`src/include/cp15_cfg.svh`:
```
`ifndef CP15_CFG_SVH
`define CP15_CFG_SVH

// ************************************************************
// Register file geometry
// ************************************************************

`define CP15_NUM_REGS   16
`define CP15_DATA_W     32

// Fixed identification word returned by c0
`define CP15_ID_VALUE   32'h4401_A150

// ************************************************************
// Register numbers with special meaning
// ************************************************************

`define CP15_REG_CTRL   1
`define CP15_REG_TBASE  2
`define CP15_REG_CACHE  7
`define CP15_REG_TLB    8

// Requester tags carried in the src field
`define CP15_SRC_CPU    1'b0
`define CP15_SRC_MMU    1'b1

`endif

```
`src/logic/cp15_pkg.sv`:
```
`include "cp15_cfg.svh"

package cp15_pkg;

  // ************************************************************
  // Request and response words
  // ************************************************************

  // One coprocessor register transfer that is an MCR when write is set
  typedef struct packed {
    logic                    write;
    logic                    src;
    logic [3:0]              crn;
    logic [2:0]              opcode2;
    logic [3:0]              crm;
    logic [`CP15_DATA_W-1:0] wdata;
  } cp15Req_t;

  // Read data back to whichever requester issued the MRC
  typedef struct packed {
    logic                    src;
    logic [`CP15_DATA_W-1:0] rdata;
  } cp15Rsp_t;

  // ************************************************************
  // Maintenance pulses from c7 and c8 writes
  // ************************************************************

  typedef struct packed {
    logic flushI;
    logic flushD;
    logic cleanI;
    logic cleanD;
    logic tlbFlushI;
    logic tlbFlushD;
  } cp15MaintOps_t;

  // ************************************************************
  // Control register (c1)
  // ************************************************************

  // Field layout from the MSB down
  typedef struct packed {
    logic [17:0] rsvdHigh;
    logic        highVectors;
    logic        iCacheEnable;
    logic [7:0]  rsvdMid;
    logic        writeBuffer;
    logic        dCacheEnable;
    logic        alignCheck;
    logic        mmuEnable;
  } cp15CtrlBits_t;

  // Same word seen raw or as named bits
  typedef union packed {
    logic [`CP15_DATA_W-1:0] raw;
    cp15CtrlBits_t           bits;
  } cp15Ctrl_u;

endpackage

```
`src/logic/cp15Arbiter.sv`:
```
`include "cp15_cfg.svh"

module cp15Arbiter (
  input  logic               clk,
  input  logic               reset,
  input  logic               cpuReqValid,
  input  logic               mmuReqValid,
  input  cp15_pkg::cp15Req_t cpuReq,
  input  cp15_pkg::cp15Req_t mmuReq,
  output logic               cpuReqReady,
  output logic               mmuReqReady,
  output logic               stage1Valid,
  output cp15_pkg::cp15Req_t stage1Req
);

  import cp15_pkg::*;

  logic     cpuFire;
  logic     mmuFire;
  cp15Req_t granted;

  // ************************************************************
  // Request acceptance
  // ************************************************************

  // Stage 1 hands off every cycle and the MMU holds off the CPU while it presents
  assign mmuReqReady = 1'b1;
  assign cpuReqReady = ~mmuReqValid;

  assign mmuFire = mmuReqValid & mmuReqReady;
  assign cpuFire = cpuReqValid & cpuReqReady;

  // Pick the winner and stamp its source
  always_comb begin
    if (mmuFire) begin
      granted     = mmuReq;
      granted.src = `CP15_SRC_MMU;
    end else begin
      granted     = cpuReq;
      granted.src = `CP15_SRC_CPU;
    end
  end

  // ************************************************************
  // Stage 1 register
  // ************************************************************

  always_ff @(posedge clk) begin
    if (reset) begin
      stage1Valid <= 1'b0;
    end else begin
      stage1Valid <= cpuFire | mmuFire;
    end
  end

  // Payload only loads on an accepted transfer
  always_ff @(posedge clk) begin
    if (cpuFire | mmuFire) begin
      stage1Req <= granted;
    end
  end

endmodule

```
`src/logic/cp15RegFile.sv`:
```
`include "cp15_cfg.svh"

module cp15RegFile (
  input  logic                    clk,
  input  logic                    reset,
  input  logic                    stage1Valid,
  input  cp15_pkg::cp15Req_t      stage1Req,
  output logic                    rspValid,
  output cp15_pkg::cp15Rsp_t      rsp,
  output cp15_pkg::cp15Ctrl_u     control,
  output logic [`CP15_DATA_W-1:0] tbase
);

  // c0 has no storage and reads back the ID word
  logic [`CP15_DATA_W-1:0] rf [1:`CP15_NUM_REGS-1];

  logic                    writeEn;
  logic                    readEn;
  logic                    isIdReg;
  logic [`CP15_DATA_W-1:0] readData;

  // ************************************************************
  // Request decode
  // ************************************************************

  assign isIdReg = (stage1Req.crn == 4'd0);

  // Writes to c0 are silently dropped
  assign writeEn = stage1Valid & stage1Req.write & ~isIdReg;
  assign readEn  = stage1Valid & ~stage1Req.write;

  always_comb begin
    if (isIdReg) begin
      readData = `CP15_ID_VALUE;
    end else begin
      readData = rf[stage1Req.crn];
    end
  end

  // ************************************************************
  // Register storage
  // ************************************************************

  always_ff @(posedge clk) begin
    if (reset) begin
      for (int i = 1; i < `CP15_NUM_REGS; i++) begin
        rf[i] <= '0;
      end
    end else if (writeEn) begin
      rf[stage1Req.crn] <= stage1Req.wdata;
    end
  end

  // ************************************************************
  // Read response
  // ************************************************************

  // Only reads produce a response
  always_ff @(posedge clk) begin
    if (reset) begin
      rspValid <= 1'b0;
    end else begin
      rspValid <= readEn;
    end
  end

  always_ff @(posedge clk) begin
    if (readEn) begin
      rsp.src   <= stage1Req.src;
      rsp.rdata <= readData;
    end
  end

  // Control and translation base are always visible
  assign control.raw = rf[`CP15_REG_CTRL];
  assign tbase       = rf[`CP15_REG_TBASE];

endmodule

```
`src/logic/cp15MaintDecode.sv`:
```
`include "cp15_cfg.svh"

module cp15MaintDecode (
  input  logic                    clk,
  input  logic                    reset,
  input  logic                    stage1Valid,
  input  cp15_pkg::cp15Req_t      stage1Req,
  output cp15_pkg::cp15MaintOps_t maintOps
);

  import cp15_pkg::*;

  logic          opWrite;
  logic          hitCache;
  logic          hitTlb;
  cp15MaintOps_t opsNext;

  // ************************************************************
  // Qualify the request
  // ************************************************************

  // opcode2 of 0 and 1 decode the same way
  assign opWrite  = stage1Valid & stage1Req.write & (stage1Req.opcode2[2:1] == 2'b00);
  assign hitCache = opWrite & (stage1Req.crn == 4'(`CP15_REG_CACHE));
  assign hitTlb   = opWrite & (stage1Req.crn == 4'(`CP15_REG_TLB));

  // ************************************************************
  // c7 / c8 decode tables
  // ************************************************************

  always_comb begin
    opsNext = '0;

    if (hitCache) begin
      // {flushI, flushD, cleanI, cleanD}
      case (stage1Req.crm)
        4'd7:    {opsNext.flushI, opsNext.flushD, opsNext.cleanI, opsNext.cleanD} = 4'b1100;
        4'd5:    {opsNext.flushI, opsNext.flushD, opsNext.cleanI, opsNext.cleanD} = 4'b1000;
        4'd6:    {opsNext.flushI, opsNext.flushD, opsNext.cleanI, opsNext.cleanD} = 4'b0100;
        4'd11:   {opsNext.flushI, opsNext.flushD, opsNext.cleanI, opsNext.cleanD} = 4'b0011;
        4'd10:   {opsNext.flushI, opsNext.flushD, opsNext.cleanI, opsNext.cleanD} = 4'b0001;
        4'd15:   {opsNext.flushI, opsNext.flushD, opsNext.cleanI, opsNext.cleanD} = 4'b1111;
        4'd14:   {opsNext.flushI, opsNext.flushD, opsNext.cleanI, opsNext.cleanD} = 4'b0101;
        default: {opsNext.flushI, opsNext.flushD, opsNext.cleanI, opsNext.cleanD} = 4'b0000;
      endcase
    end

    if (hitTlb) begin
      // {tlbFlushI, tlbFlushD}
      case (stage1Req.crm)
        4'd7:    {opsNext.tlbFlushI, opsNext.tlbFlushD} = 2'b11;
        4'd5:    {opsNext.tlbFlushI, opsNext.tlbFlushD} = 2'b10;
        4'd6:    {opsNext.tlbFlushI, opsNext.tlbFlushD} = 2'b01;
        default: {opsNext.tlbFlushI, opsNext.tlbFlushD} = 2'b00;
      endcase
    end
  end

  // One-cycle pulse that lands with the register write
  always_ff @(posedge clk) begin
    if (reset) begin
      maintOps <= '0;
    end else begin
      maintOps <= opsNext;
    end
  end

endmodule

```
`src/logic/cp15Top.sv`:
```
`include "cp15_cfg.svh"

module cp15Top (
  input  logic                    clk,
  input  logic                    reset,
  input  logic                    cpuReqValid,
  input  cp15_pkg::cp15Req_t      cpuReq,
  output logic                    cpuReqReady,
  input  logic                    mmuReqValid,
  input  cp15_pkg::cp15Req_t      mmuReq,
  output logic                    mmuReqReady,
  output logic                    rspValid,
  output cp15_pkg::cp15Rsp_t      rsp,
  output cp15_pkg::cp15Ctrl_u     control,
  output logic [`CP15_DATA_W-1:0] tbase,
  output cp15_pkg::cp15MaintOps_t maintOps
);

  import cp15_pkg::*;

  // Granted request shared by both back-end blocks
  logic     stage1Valid;
  cp15Req_t stage1Req;

  cp15Arbiter arbiter (
    .clk         (clk),
    .reset       (reset),
    .cpuReqValid (cpuReqValid),
    .mmuReqValid (mmuReqValid),
    .cpuReq      (cpuReq),
    .mmuReq      (mmuReq),
    .cpuReqReady (cpuReqReady),
    .mmuReqReady (mmuReqReady),
    .stage1Valid (stage1Valid),
    .stage1Req   (stage1Req)
  );

  cp15RegFile regFile (
    .clk         (clk),
    .reset       (reset),
    .stage1Valid (stage1Valid),
    .stage1Req   (stage1Req),
    .rspValid    (rspValid),
    .rsp         (rsp),
    .control     (control),
    .tbase       (tbase)
  );

  // Runs alongside the register file on the same stage
  cp15MaintDecode maintDecode (
    .clk         (clk),
    .reset       (reset),
    .stage1Valid (stage1Valid),
    .stage1Req   (stage1Req),
    .maintOps    (maintOps)
  );

endmodule

```
`config.mk`:
```
export PLATFORM = sky130hd
export DESIGN_NAME = cp15Top
export DESIGN_NICKNAME = d
export VERILOG_FILES = /design/src/logic/cp15_pkg.sv /design/src/logic/cp15Arbiter.sv /design/src/logic/cp15RegFile.sv /design/src/logic/cp15MaintDecode.sv /design/src/logic/cp15Top.sv
export VERILOG_INCLUDE_DIRS = /design/src /design/src/include
export SDC_FILE = /design/constraint.sdc
export NUM_CORES = 1
export LEC_CHECK = 0
export ABC_AREA = 1
export BUFFER_PORTS_ARGS = -buffer_cell sky130_fd_sc_hd__buf_2
export CAP_MARGIN = 25
export CORE_UTILIZATION = 39
export DETAILED_ROUTE_END_ITERATION = 10
export HOLD_SLACK_MARGIN = 0.03
export PLACE_DENSITY_LB_ADDON = 0.05
export SLEW_MARGIN = 10
export SYNTH_ARGS = -nofsm -noshare
export SYNTH_HDL_FRONTEND = slang
export SYNTH_SLANG_ARGS = --single-unit
```
`constraint.sdc`:
```
create_clock -name clk -period 2.94 [get_ports clk]
set_input_delay 0.147 -clock clk [delete_from_list [all_inputs] [get_ports clk]]
set_output_delay 0.147 -clock clk [all_outputs]
set_load 0.1 [all_outputs]
```
==> results of run 1 <==
per-layer routing:
layer,track usage (%),part of all wire [%],vias up
met1,37.26,46,9807
met2,39.60,45,671
met3,3.924,6.8,106
li1,-,-,9340
met5,0,0,-
met4,6.222,1.8,0
kinds of logic (layout without fill, tap and decap cells):
logic type,Yosys count,count (layout),synth area share [%]
AO/OA/AOI/OAI,21,21,0.4040
buffers and inverters,231,532,3.737
other,2,25,0.02887
flip-flops,589,589,67.68
AND/OR/NAND/NOR,1927,1927,28.15
registers in the layout, indices dropped and copies added (netlist names):
signal                flops
regFile.rspValid          1
arbiter.stage1Valid       1
regFile.rsp              33
maintDecode.maintOps      6
regFile.rf              504
arbiter.stage1Req        44
through the flow:
stage	cells	hold WS, ps	setup slack [ps]
2_1_floorplan	2793	216.1	142.3
3_3_place_gp	3751	409.0	515.9
3_5_place_dp	3751	404.5	533.8
4_1_cts	3958	177.1	507.1
5_1_grt	3958	218.9	330.7
6_report	3958	197.6	514.0
cell usage after synthesis (all sizes together):
master  count
inv        51
clkbuf     88
nor3        8
dfxtp       8
and2        5
nand3      10
nand4      17
clkinv      2
buf        90
nand2    1348
nor2      538
nor3b       1
conb        2
a21oi       4
o21ai      17
edfxtp    581
worst paths after layout:
kind / endpoint / slack (ps) / cells past startpoint
hold / removal: arbiter.stage1Req[43] / 200 / 2
setup / recovery: regFile.rsp[18] / 510 / 12
hold reg to reg: regFile.rsp[32] / 420 / 0
setup reg to reg: regFile.rsp[18] / 510 / 12
worst max-delay path: cells and delay by family, from the launching register on:
family	cells	cell delay, ps
DFF	1	590
buffers and inverters	4	1050
and+or+nand+nor	8	570
power groups by stage:
stage | Sequential (µW) | Clock, µW | Combinational, µW
floorplan | 10300 | 0 | 1210
CTS | 9760 | 8230 | 2680
global route | 9800 | 8510 | 2880
global placement | 9930 | 0 | 2560
detailed placement | 9940 | 0 | 2570
finish | 9760 | 8070 | 2670
final cells by class:
| cell class | instances | share of cell area, % |
|---|---|---|
| flip-flops and latches | 589 | 56.63 |
| multi-input cells | 1973 | 24.31 |
| repair buffers | 360 | 8.242 |
| clock buffers | 89 | 5.996 |
| well taps | 864 | 3.477 |
| clock inverters | 30 | 0.6841 |
| inverters | 53 | 0.6600 |
placed cells by master, fill, tap and decap left out, types with 3 or more instances in the layout:
cell	count
sky130_fd_sc_hd__nor3_1	6
sky130_fd_sc_hd__nor2_4	3
sky130_fd_sc_hd__clkbuf_16	71
sky130_fd_sc_hd__clkinv_1	17
sky130_fd_sc_hd__nand3_1	10
sky130_fd_sc_hd__nor2_1	533
sky130_fd_sc_hd__nand2_1	1345
sky130_fd_sc_hd__inv_1	48
sky130_fd_sc_hd__clkinv_2	11
sky130_fd_sc_hd__nand4_1	17
sky130_fd_sc_hd__edfxtp_1	581
sky130_fd_sc_hd__bufinv_16	3
sky130_fd_sc_hd__and2_1	5
sky130_fd_sc_hd__buf_12	10
sky130_fd_sc_hd__nand2_2	3
sky130_fd_sc_hd__clkbuf_1	16
sky130_fd_sc_hd__dlygate4sd3_1	88
sky130_fd_sc_hd__o21ai_0	17
sky130_fd_sc_hd__dfxtp_1	8
sky130_fd_sc_hd__buf_2	194
sky130_fd_sc_hd__conb_1	25
sky130_fd_sc_hd__a21oi_1	4
sky130_fd_sc_hd__buf_4	68
==> metrics.txt, run 1 <==
# TYPE chip_impl_metric gauge
chip_impl_metric{name="max-slew-margin-rel",unit="%"} 52.53
chip_impl_metric{name="postCtsSetupRepairBufs",unit=""} 0
chip_impl_info{name="cp-start-kind",value="flip-flop"} 1
chip_impl_metric{name="buffers_from_clock_root_to_sink_at_most",unit=""} 3
chip_impl_metric{name="globalRoute.totalOverflow",unit=""} 0
chip_impl_metric{name="clk_pin_slew",unit="ps"} 60
chip_impl_metric{name="power.share.combinational",unit="%"} 13.0
chip_impl_info{name="critPathKind",value="reg2reg"} 1
chip_impl_metric{name="antenna_violating_nets_post_route",unit=""} 0
chip_impl_info{name="synth_area_leaders",value="sky130_fd_sc_hd__edfxtp_1, sky130_fd_sc_hd__nand2_1, sky130_fd_sc_hd__nor2_1"} 1
chip_impl_metric{name="vdd_drop_max",unit="mV"} 0.3283
chip_impl_info{name="reg2reg_from",value="arbiter.stage1Req[39]"} 1
chip_impl_metric{name="num-fill-cells",unit=""} 6308
chip_impl_metric{name="globalplace.congestion",unit=""} 0.8000
chip_impl_metric{name="setup-tns-final",unit="ps"} 0
chip_impl_info{name="synth_area_leader_cell",value="sky130_fd_sc_hd__edfxtp_1"} 1
chip_impl_info{name="run_status",value="finished, final reports clean"} 1
chip_impl_metric{name="max_freq",unit="MHz"} 412.2
chip_impl_metric{name="die_w",unit="µm"} 260.3
chip_impl_metric{name="detail_route.wirelength",unit="µm"} 86240
chip_impl_metric{name="swShare",unit="%"} 27.38
chip_impl_info{name="tritoncts",value="yes"} 1
chip_impl_metric{name="p_total",unit="µW"} 20510
chip_impl_metric{name="yosysWarningCount",unit=""} 0
chip_impl_info{name="hold_path_startpoint",value="mmuReqValid"} 1
chip_impl_metric{name="clock_skew",unit="ps"} 39.02
chip_impl_info{name="root_buffer",value="sky130_fd_sc_hd__clkbuf_16"} 1
chip_impl_metric{name="ctsHtreeMaxLevel",unit=""} 3
chip_impl_metric{name="dp_hpwl",unit="µm"} 50260
chip_impl_metric{name="p_seq_share",unit="%"} 47.6
chip_impl_metric{name="post_route_cells_drive_above_1_share",unit="%"} 12.06
chip_impl_metric{name="regArea",unit="µm²"} 17610
chip_impl_metric{name="place.port_buffers",unit=""} 194
chip_impl_metric{name="cts_buffers",unit=""} 69
chip_impl_metric{name="cellLeakagePower",unit="µW"} 0.01412
chip_impl_metric{name="grt_pass1_wl",unit="µm"} 124600
chip_impl_metric{name="fin_util",unit="%"} 47.21
chip_impl_metric{name="power.internal",unit="µW"} 14890
chip_impl_metric{name="crit_required",unit="ps"} 3400
chip_impl_metric{name="vias_per_cell",unit=""} 5.034
chip_impl_metric{name="track_usage",unit="%"} 25.45
chip_impl_metric{name="timing_hold_violations_final",unit=""} 0
chip_impl_metric{name="drt-wirelength-per-cell",unit="µm"} 21.79
chip_impl_metric{name="power_frac_clock",unit="%"} 39.3
chip_impl_metric{name="power_per_cell_area",unit="nW/µm²"} 659.5
chip_impl_metric{name="finalSetupViolCount",unit=""} 0
chip_impl_metric{name="antennaDiodeCount",unit=""} 0
chip_impl_metric{name="die_height",unit="µm"} 260.3
chip_impl_metric{name="synth_seq_cells",unit=""} 589
chip_impl_metric{name="arrival",unit="ps"} 2890
chip_impl_metric{name="drt_first_pass_iters",unit=""} 7
chip_impl_info{name="timing.critical_path.slowest_stage_cell",value="sky130_fd_sc_hd__edfxtp_1"} 1
chip_impl_metric{name="synthToLayoutAreaGrowth",unit="%"} 19.51
chip_impl_info{name="worst_setup_path_end_kind",value="flip-flop"} 1
chip_impl_metric{name="initial_utilization",unit="%"} 39.50
chip_impl_metric{name="fp.dieArea",unit="µm²"} 67750
chip_impl_info{name="min-delay-path-class",value="in2reg"} 1
chip_impl_metric{name="grt_max_degree",unit=""} 100
chip_impl_metric{name="grt_pass1_vias",unit=""} 18680
chip_impl_metric{name="postSynthCellCount",unit=""} 2770
chip_impl_metric{name="synth.lib_cells_used.distinct",unit=""} 20
chip_impl_metric{name="cts_sinks",unit=""} 589
chip_impl_metric{name="clk-insertion-delay-late",unit="ps"} 610
chip_impl_metric{name="final_area",unit="µm²"} 31090
chip_impl_metric{name="critPathMaxStageDelay",unit="ps"} 590
chip_impl_metric{name="seq_area_frac_synth",unit="%"} 67.68
chip_impl_metric{name="worst_pin_slew",unit="ps"} 711.2
chip_impl_metric{name="synthesis.area_per_instance",unit="µm²"} 9.392
chip_impl_metric{name="maxCapViolations",unit=""} 0
chip_impl_info{name="crit_path_start",value="arbiter.stage1Req[39]"} 1
chip_impl_metric{name="floorplan.core_area",unit="µm²"} 65860
chip_impl_metric{name="detailroute.via_count",unit=""} 19920
chip_impl_metric{name="detail_route.iter0.violations",unit=""} 1890
chip_impl_metric{name="crit_fanout",unit=""} 54
chip_impl_metric{name="drt_drc_violations_left",unit=""} 0
chip_impl_info{name="crit_path_frequent_cell",value="sky130_fd_sc_hd__nand2_1"} 1
chip_impl_metric{name="final_period_minus_worst_setup_slack",unit="ps"} 2426
chip_impl_metric{name="post_cts_resize_count",unit=""} 0
chip_impl_metric{name="multi_input_area",unit="µm²"} 7559
chip_impl_metric{name="core.rowCount",unit=""} 94
chip_impl_metric{name="nets",unit=""} 3140
chip_impl_metric{name="timing.final.crit_share",unit="%"} 82.52
chip_impl_info{name="crit_path_cell_trace",value="inv_6 -> buf_12 -> buf_12 -> buf_12 -> nand2_1 -> nand2_1 -> nand2_1 -> nand2_1 -> nand2_1 -> nand2_1 -> nor2_1 -> nor2_1"} 1
chip_impl_info{name="grt_setup_unrepaired",value="no"} 1
chip_impl_metric{name="hold_buffers",unit=""} 88
chip_impl_metric{name="slew_viols_final",unit=""} 0
chip_impl_metric{name="io_pins",unit=""} 200
chip_impl_metric{name="power.switching",unit="µW"} 5614
chip_impl_metric{name="placedInstanceArea",unit="µm²"} 28130
chip_impl_metric{name="syn-cell-area",unit="µm²"} 26020
chip_impl_metric{name="yosys.area.top_type_share",unit="%"} 67.06
chip_impl_metric{name="grt_antenna_before_repair",unit=""} 0
Power figures use the tool's default switching activity.
==> run 2, diff against run 1 <==
- clock period: 2.94 -> 2.45 ns (I/O delays scaled with it)
==> metrics.txt, run 2 (synthesis gave the netlist of run 1 again) <==
# TYPE chip_impl_metric gauge
chip_impl_metric{name="post_cts_resize_count",unit=""} 0
chip_impl_info{name="cp_top_family",value="buffers and inverters"} 1
chip_impl_metric{name="max_freq",unit="MHz"} 450.5
chip_impl_metric{name="preCtsSetupSlack",unit="ps"} 269.9
chip_impl_metric{name="globalRoute.totalOverflow",unit=""} 0
chip_impl_metric{name="detail_route.wirelength",unit="µm"} 87920
chip_impl_metric{name="core.rowCount",unit=""} 94
chip_impl_info{name="root_buffer",value="sky130_fd_sc_hd__clkbuf_16"} 1
chip_impl_metric{name="timing.final.crit_share",unit="%"} 90.60
chip_impl_metric{name="vdd_drop_max",unit="mV"} 0.3976
chip_impl_info{name="worst_setup_path_end_kind",value="flip-flop"} 1
chip_impl_info{name="mostFrequentLayoutCell",value="sky130_fd_sc_hd__nand2_1"} 1
chip_impl_info{name="layout_common_cells",value="sky130_fd_sc_hd__nand2_1, sky130_fd_sc_hd__edfxtp_1, sky130_fd_sc_hd__nor2_1"} 1
chip_impl_metric{name="final_period_minus_worst_setup_slack",unit="ps"} 2220
chip_impl_info{name="crit_path_start",value="arbiter.stage1Req[41]"} 1
chip_impl_metric{name="crit_required",unit="ps"} 2790
chip_impl_metric{name="worst_pin_slew",unit="ps"} 665.7
chip_impl_metric{name="multi_input_area",unit="µm²"} 7561
chip_impl_info{name="grt_setup_unrepaired",value="no"} 1
chip_impl_metric{name="buffers_from_clock_root_to_sink_at_most",unit=""} 3
chip_impl_metric{name="final_critical_path_setup_slack",unit="ps"} 230.4
chip_impl_metric{name="ctsHtreeMaxLevel",unit=""} 3
chip_impl_metric{name="vias_per_cell",unit=""} 5.009
chip_impl_metric{name="power_per_cell_area",unit="nW/µm²"} 781.1
chip_impl_info{name="min-delay-path-class",value="in2reg"} 1
chip_impl_metric{name="die_height",unit="µm"} 260.3
chip_impl_metric{name="track_usage",unit="%"} 26.14
chip_impl_info{name="reg2reg_from",value="arbiter.stage1Req[41]"} 1
chip_impl_metric{name="arrival",unit="ps"} 2560
chip_impl_metric{name="place.port_buffers",unit=""} 194
chip_impl_info{name="cp-start-kind",value="flip-flop"} 1
chip_impl_metric{name="grt_max_degree",unit=""} 65
chip_impl_info{name="regMostFlops",value="regFile.rf"} 1
chip_impl_metric{name="clock_skew",unit="ps"} 24.10
chip_impl_metric{name="max-slew-margin-rel",unit="%"} 55.57
chip_impl_metric{name="io_pins",unit=""} 200
chip_impl_metric{name="slew_viols_final",unit=""} 0
chip_impl_metric{name="critPathBufInv",unit=""} 2
chip_impl_metric{name="num-fill-cells",unit=""} 6286
chip_impl_metric{name="antennaDiodeCount",unit=""} 0
chip_impl_metric{name="place.detailed.instances",unit=""} 3771
chip_impl_metric{name="nets",unit=""} 3168
chip_impl_metric{name="cts_sinks",unit=""} 589
chip_impl_metric{name="largest_register_ffs",unit=""} 504
chip_impl_info{name="timing.critical_path.slowest_stage_cell",value="sky130_fd_sc_hd__edfxtp_1"} 1
chip_impl_metric{name="initial_utilization",unit="%"} 39.50
chip_impl_metric{name="setup-tns-final",unit="ps"} 0
chip_impl_metric{name="grt_pass1_wl",unit="µm"} 127700
chip_impl_metric{name="cts_buffers",unit=""} 69
chip_impl_metric{name="crit_fanout",unit=""} 11
chip_impl_metric{name="detail_route.iter0.violations",unit=""} 1900
chip_impl_metric{name="floorplan.core_area",unit="µm²"} 65860
chip_impl_metric{name="drt_first_pass_iters",unit=""} 8
chip_impl_info{name="critPathKind",value="reg2reg"} 1
chip_impl_metric{name="finish.cell_count_without_fillers",unit=""} 3989
chip_impl_metric{name="final_area",unit="µm²"} 31600
chip_impl_metric{name="die_w",unit="µm"} 260.3
chip_impl_metric{name="cellLeakagePower",unit="µW"} 0.01435
chip_impl_metric{name="synthToLayoutAreaGrowth",unit="%"} 21.47
chip_impl_info{name="run_status",value="finished, final reports clean"} 1
chip_impl_metric{name="finalSetupViolCount",unit=""} 0
chip_impl_metric{name="drt-wirelength-per-cell",unit="µm"} 22.04
chip_impl_metric{name="maxCapViolations",unit=""} 0
chip_impl_info{name="crit_path_cell_trace",value="nand2_1 -> clkinv_1 -> buf_4 -> nand2_1 -> nand2_1 -> nor2_1 -> nor2_1"} 1
chip_impl_metric{name="hold_buffers",unit=""} 96
chip_impl_metric{name="clk_pin_slew",unit="ps"} 60
chip_impl_info{name="tritoncts",value="yes"} 1
chip_impl_metric{name="drt_drc_violations_left",unit=""} 0
chip_impl_metric{name="postCtsSetupRepairBufs",unit=""} 0
chip_impl_metric{name="fp.dieArea",unit="µm²"} 67750
chip_impl_info{name="hold_path_startpoint",value="mmuReqValid"} 1
chip_impl_metric{name="grt_pass1_vias",unit=""} 19350
chip_impl_metric{name="regArea",unit="µm²"} 17610
chip_impl_metric{name="post_route_cells_drive_above_1_share",unit="%"} 12.48
chip_impl_info{name="largest_registers",value="regFile.rf (504), arbiter.stage1Req (44), regFile.rsp (33)"} 1
chip_impl_metric{name="antenna_violating_nets_post_route",unit=""} 0
chip_impl_metric{name="dp_hpwl",unit="µm"} 52260
chip_impl_metric{name="clk-insertion-delay-late",unit="ps"} 600
chip_impl_metric{name="placedInstanceArea",unit="µm²"} 28570
chip_impl_info{name="crit_path_frequent_cell",value="sky130_fd_sc_hd__nand2_1"} 1
chip_impl_metric{name="detailroute.via_count",unit=""} 19980
chip_impl_metric{name="critPathMaxStageDelay",unit="ps"} 490
chip_impl_metric{name="grt_antenna_before_repair",unit=""} 3
chip_impl_metric{name="globalplace.congestion",unit=""} 0.8151
chip_impl_metric{name="timing_hold_violations_final",unit=""} 0
==> run 2: changes by cell type in the layout (fill, tap and decap cells not counted), moves of 2 or more <==
| cell | delta |
|---|---|
| sky130_fd_sc_hd__buf_12 | +23 |
| sky130_fd_sc_hd__buf_4 | -3 |
| sky130_fd_sc_hd__clkbuf_1 | +2 |
| sky130_fd_sc_hd__clkbuf_8 | -2 |
| sky130_fd_sc_hd__clkinv_1 | +5 |
| sky130_fd_sc_hd__clkinv_2 | -2 |
| sky130_fd_sc_hd__dlygate4sd3_1 | +8 |
==> run 2: layer usage <==
metal | global-route usage [%] | vias up | share of wire [%]
met3 | 3.497 | 104 | 6.6
met4 | 6.611 | 0 | 1.8
met2 | 42.33 | 698 | 47
met1 | 37.07 | 9759 | 45
met5 | 0 | - | 0
li1 | - | 9421 | -
==> run 2: final timing paths <==
| check | end | slack (ps) | depth (start not counted) |
|---|---|---|---|
| worst min-delay path | arbiter.stage1Req[43] | 170 | 2 |
| worst max register to register | regFile.rsp[3] | 230 | 7 |
| worst min register to register | regFile.rsp[32] | 420 | 0 |
| worst max-delay path | regFile.rsp[3] | 230 | 7 |
==> run 2: layout make-up <==
| type | count | area share [%] |
|---|---|---|
| inverters | 53 | 0.6493 |
| multi-input cells | 1973 | 23.93 |
| clock buffers | 89 | 5.836 |
| flip-flops and latches | 589 | 55.72 |
| clock inverters | 33 | 0.7048 |
| repair buffers | 388 | 9.748 |
| well taps | 864 | 3.421 |
==> run 2: worst reg2reg max path: cells and delay by family, from the launching register on <==
| family | cells | cell delay (ps) |
|---|---|---|
| flops | 1 | 490 |
| simple gates | 5 | 650 |
| buf+inv | 2 | 830 |
==> run 2: where the power goes <==
group          internal, µW  switching (µW)  total (µW)
Clock                  5600            4040        9640
Sequential            11500             211       11700
Combinational           790            2530        3320
Total                 17900            6780       24700
==> run 2: per-stage QoR <==
stage | total power, µW | hold WS (ps) | util (%)
2_1_floorplan | 13800 | 191.6 | -
3_3_place_gp | 15100 | 385.7 | 43.38
3_5_place_dp | 15120 | 392.4 | 43.38
4_1_cts | 24870 | 135.0 | 47.98
5_1_grt | 25500 | 185.8 | 47.98
6_report | 24690 | 169.1 | 47.98
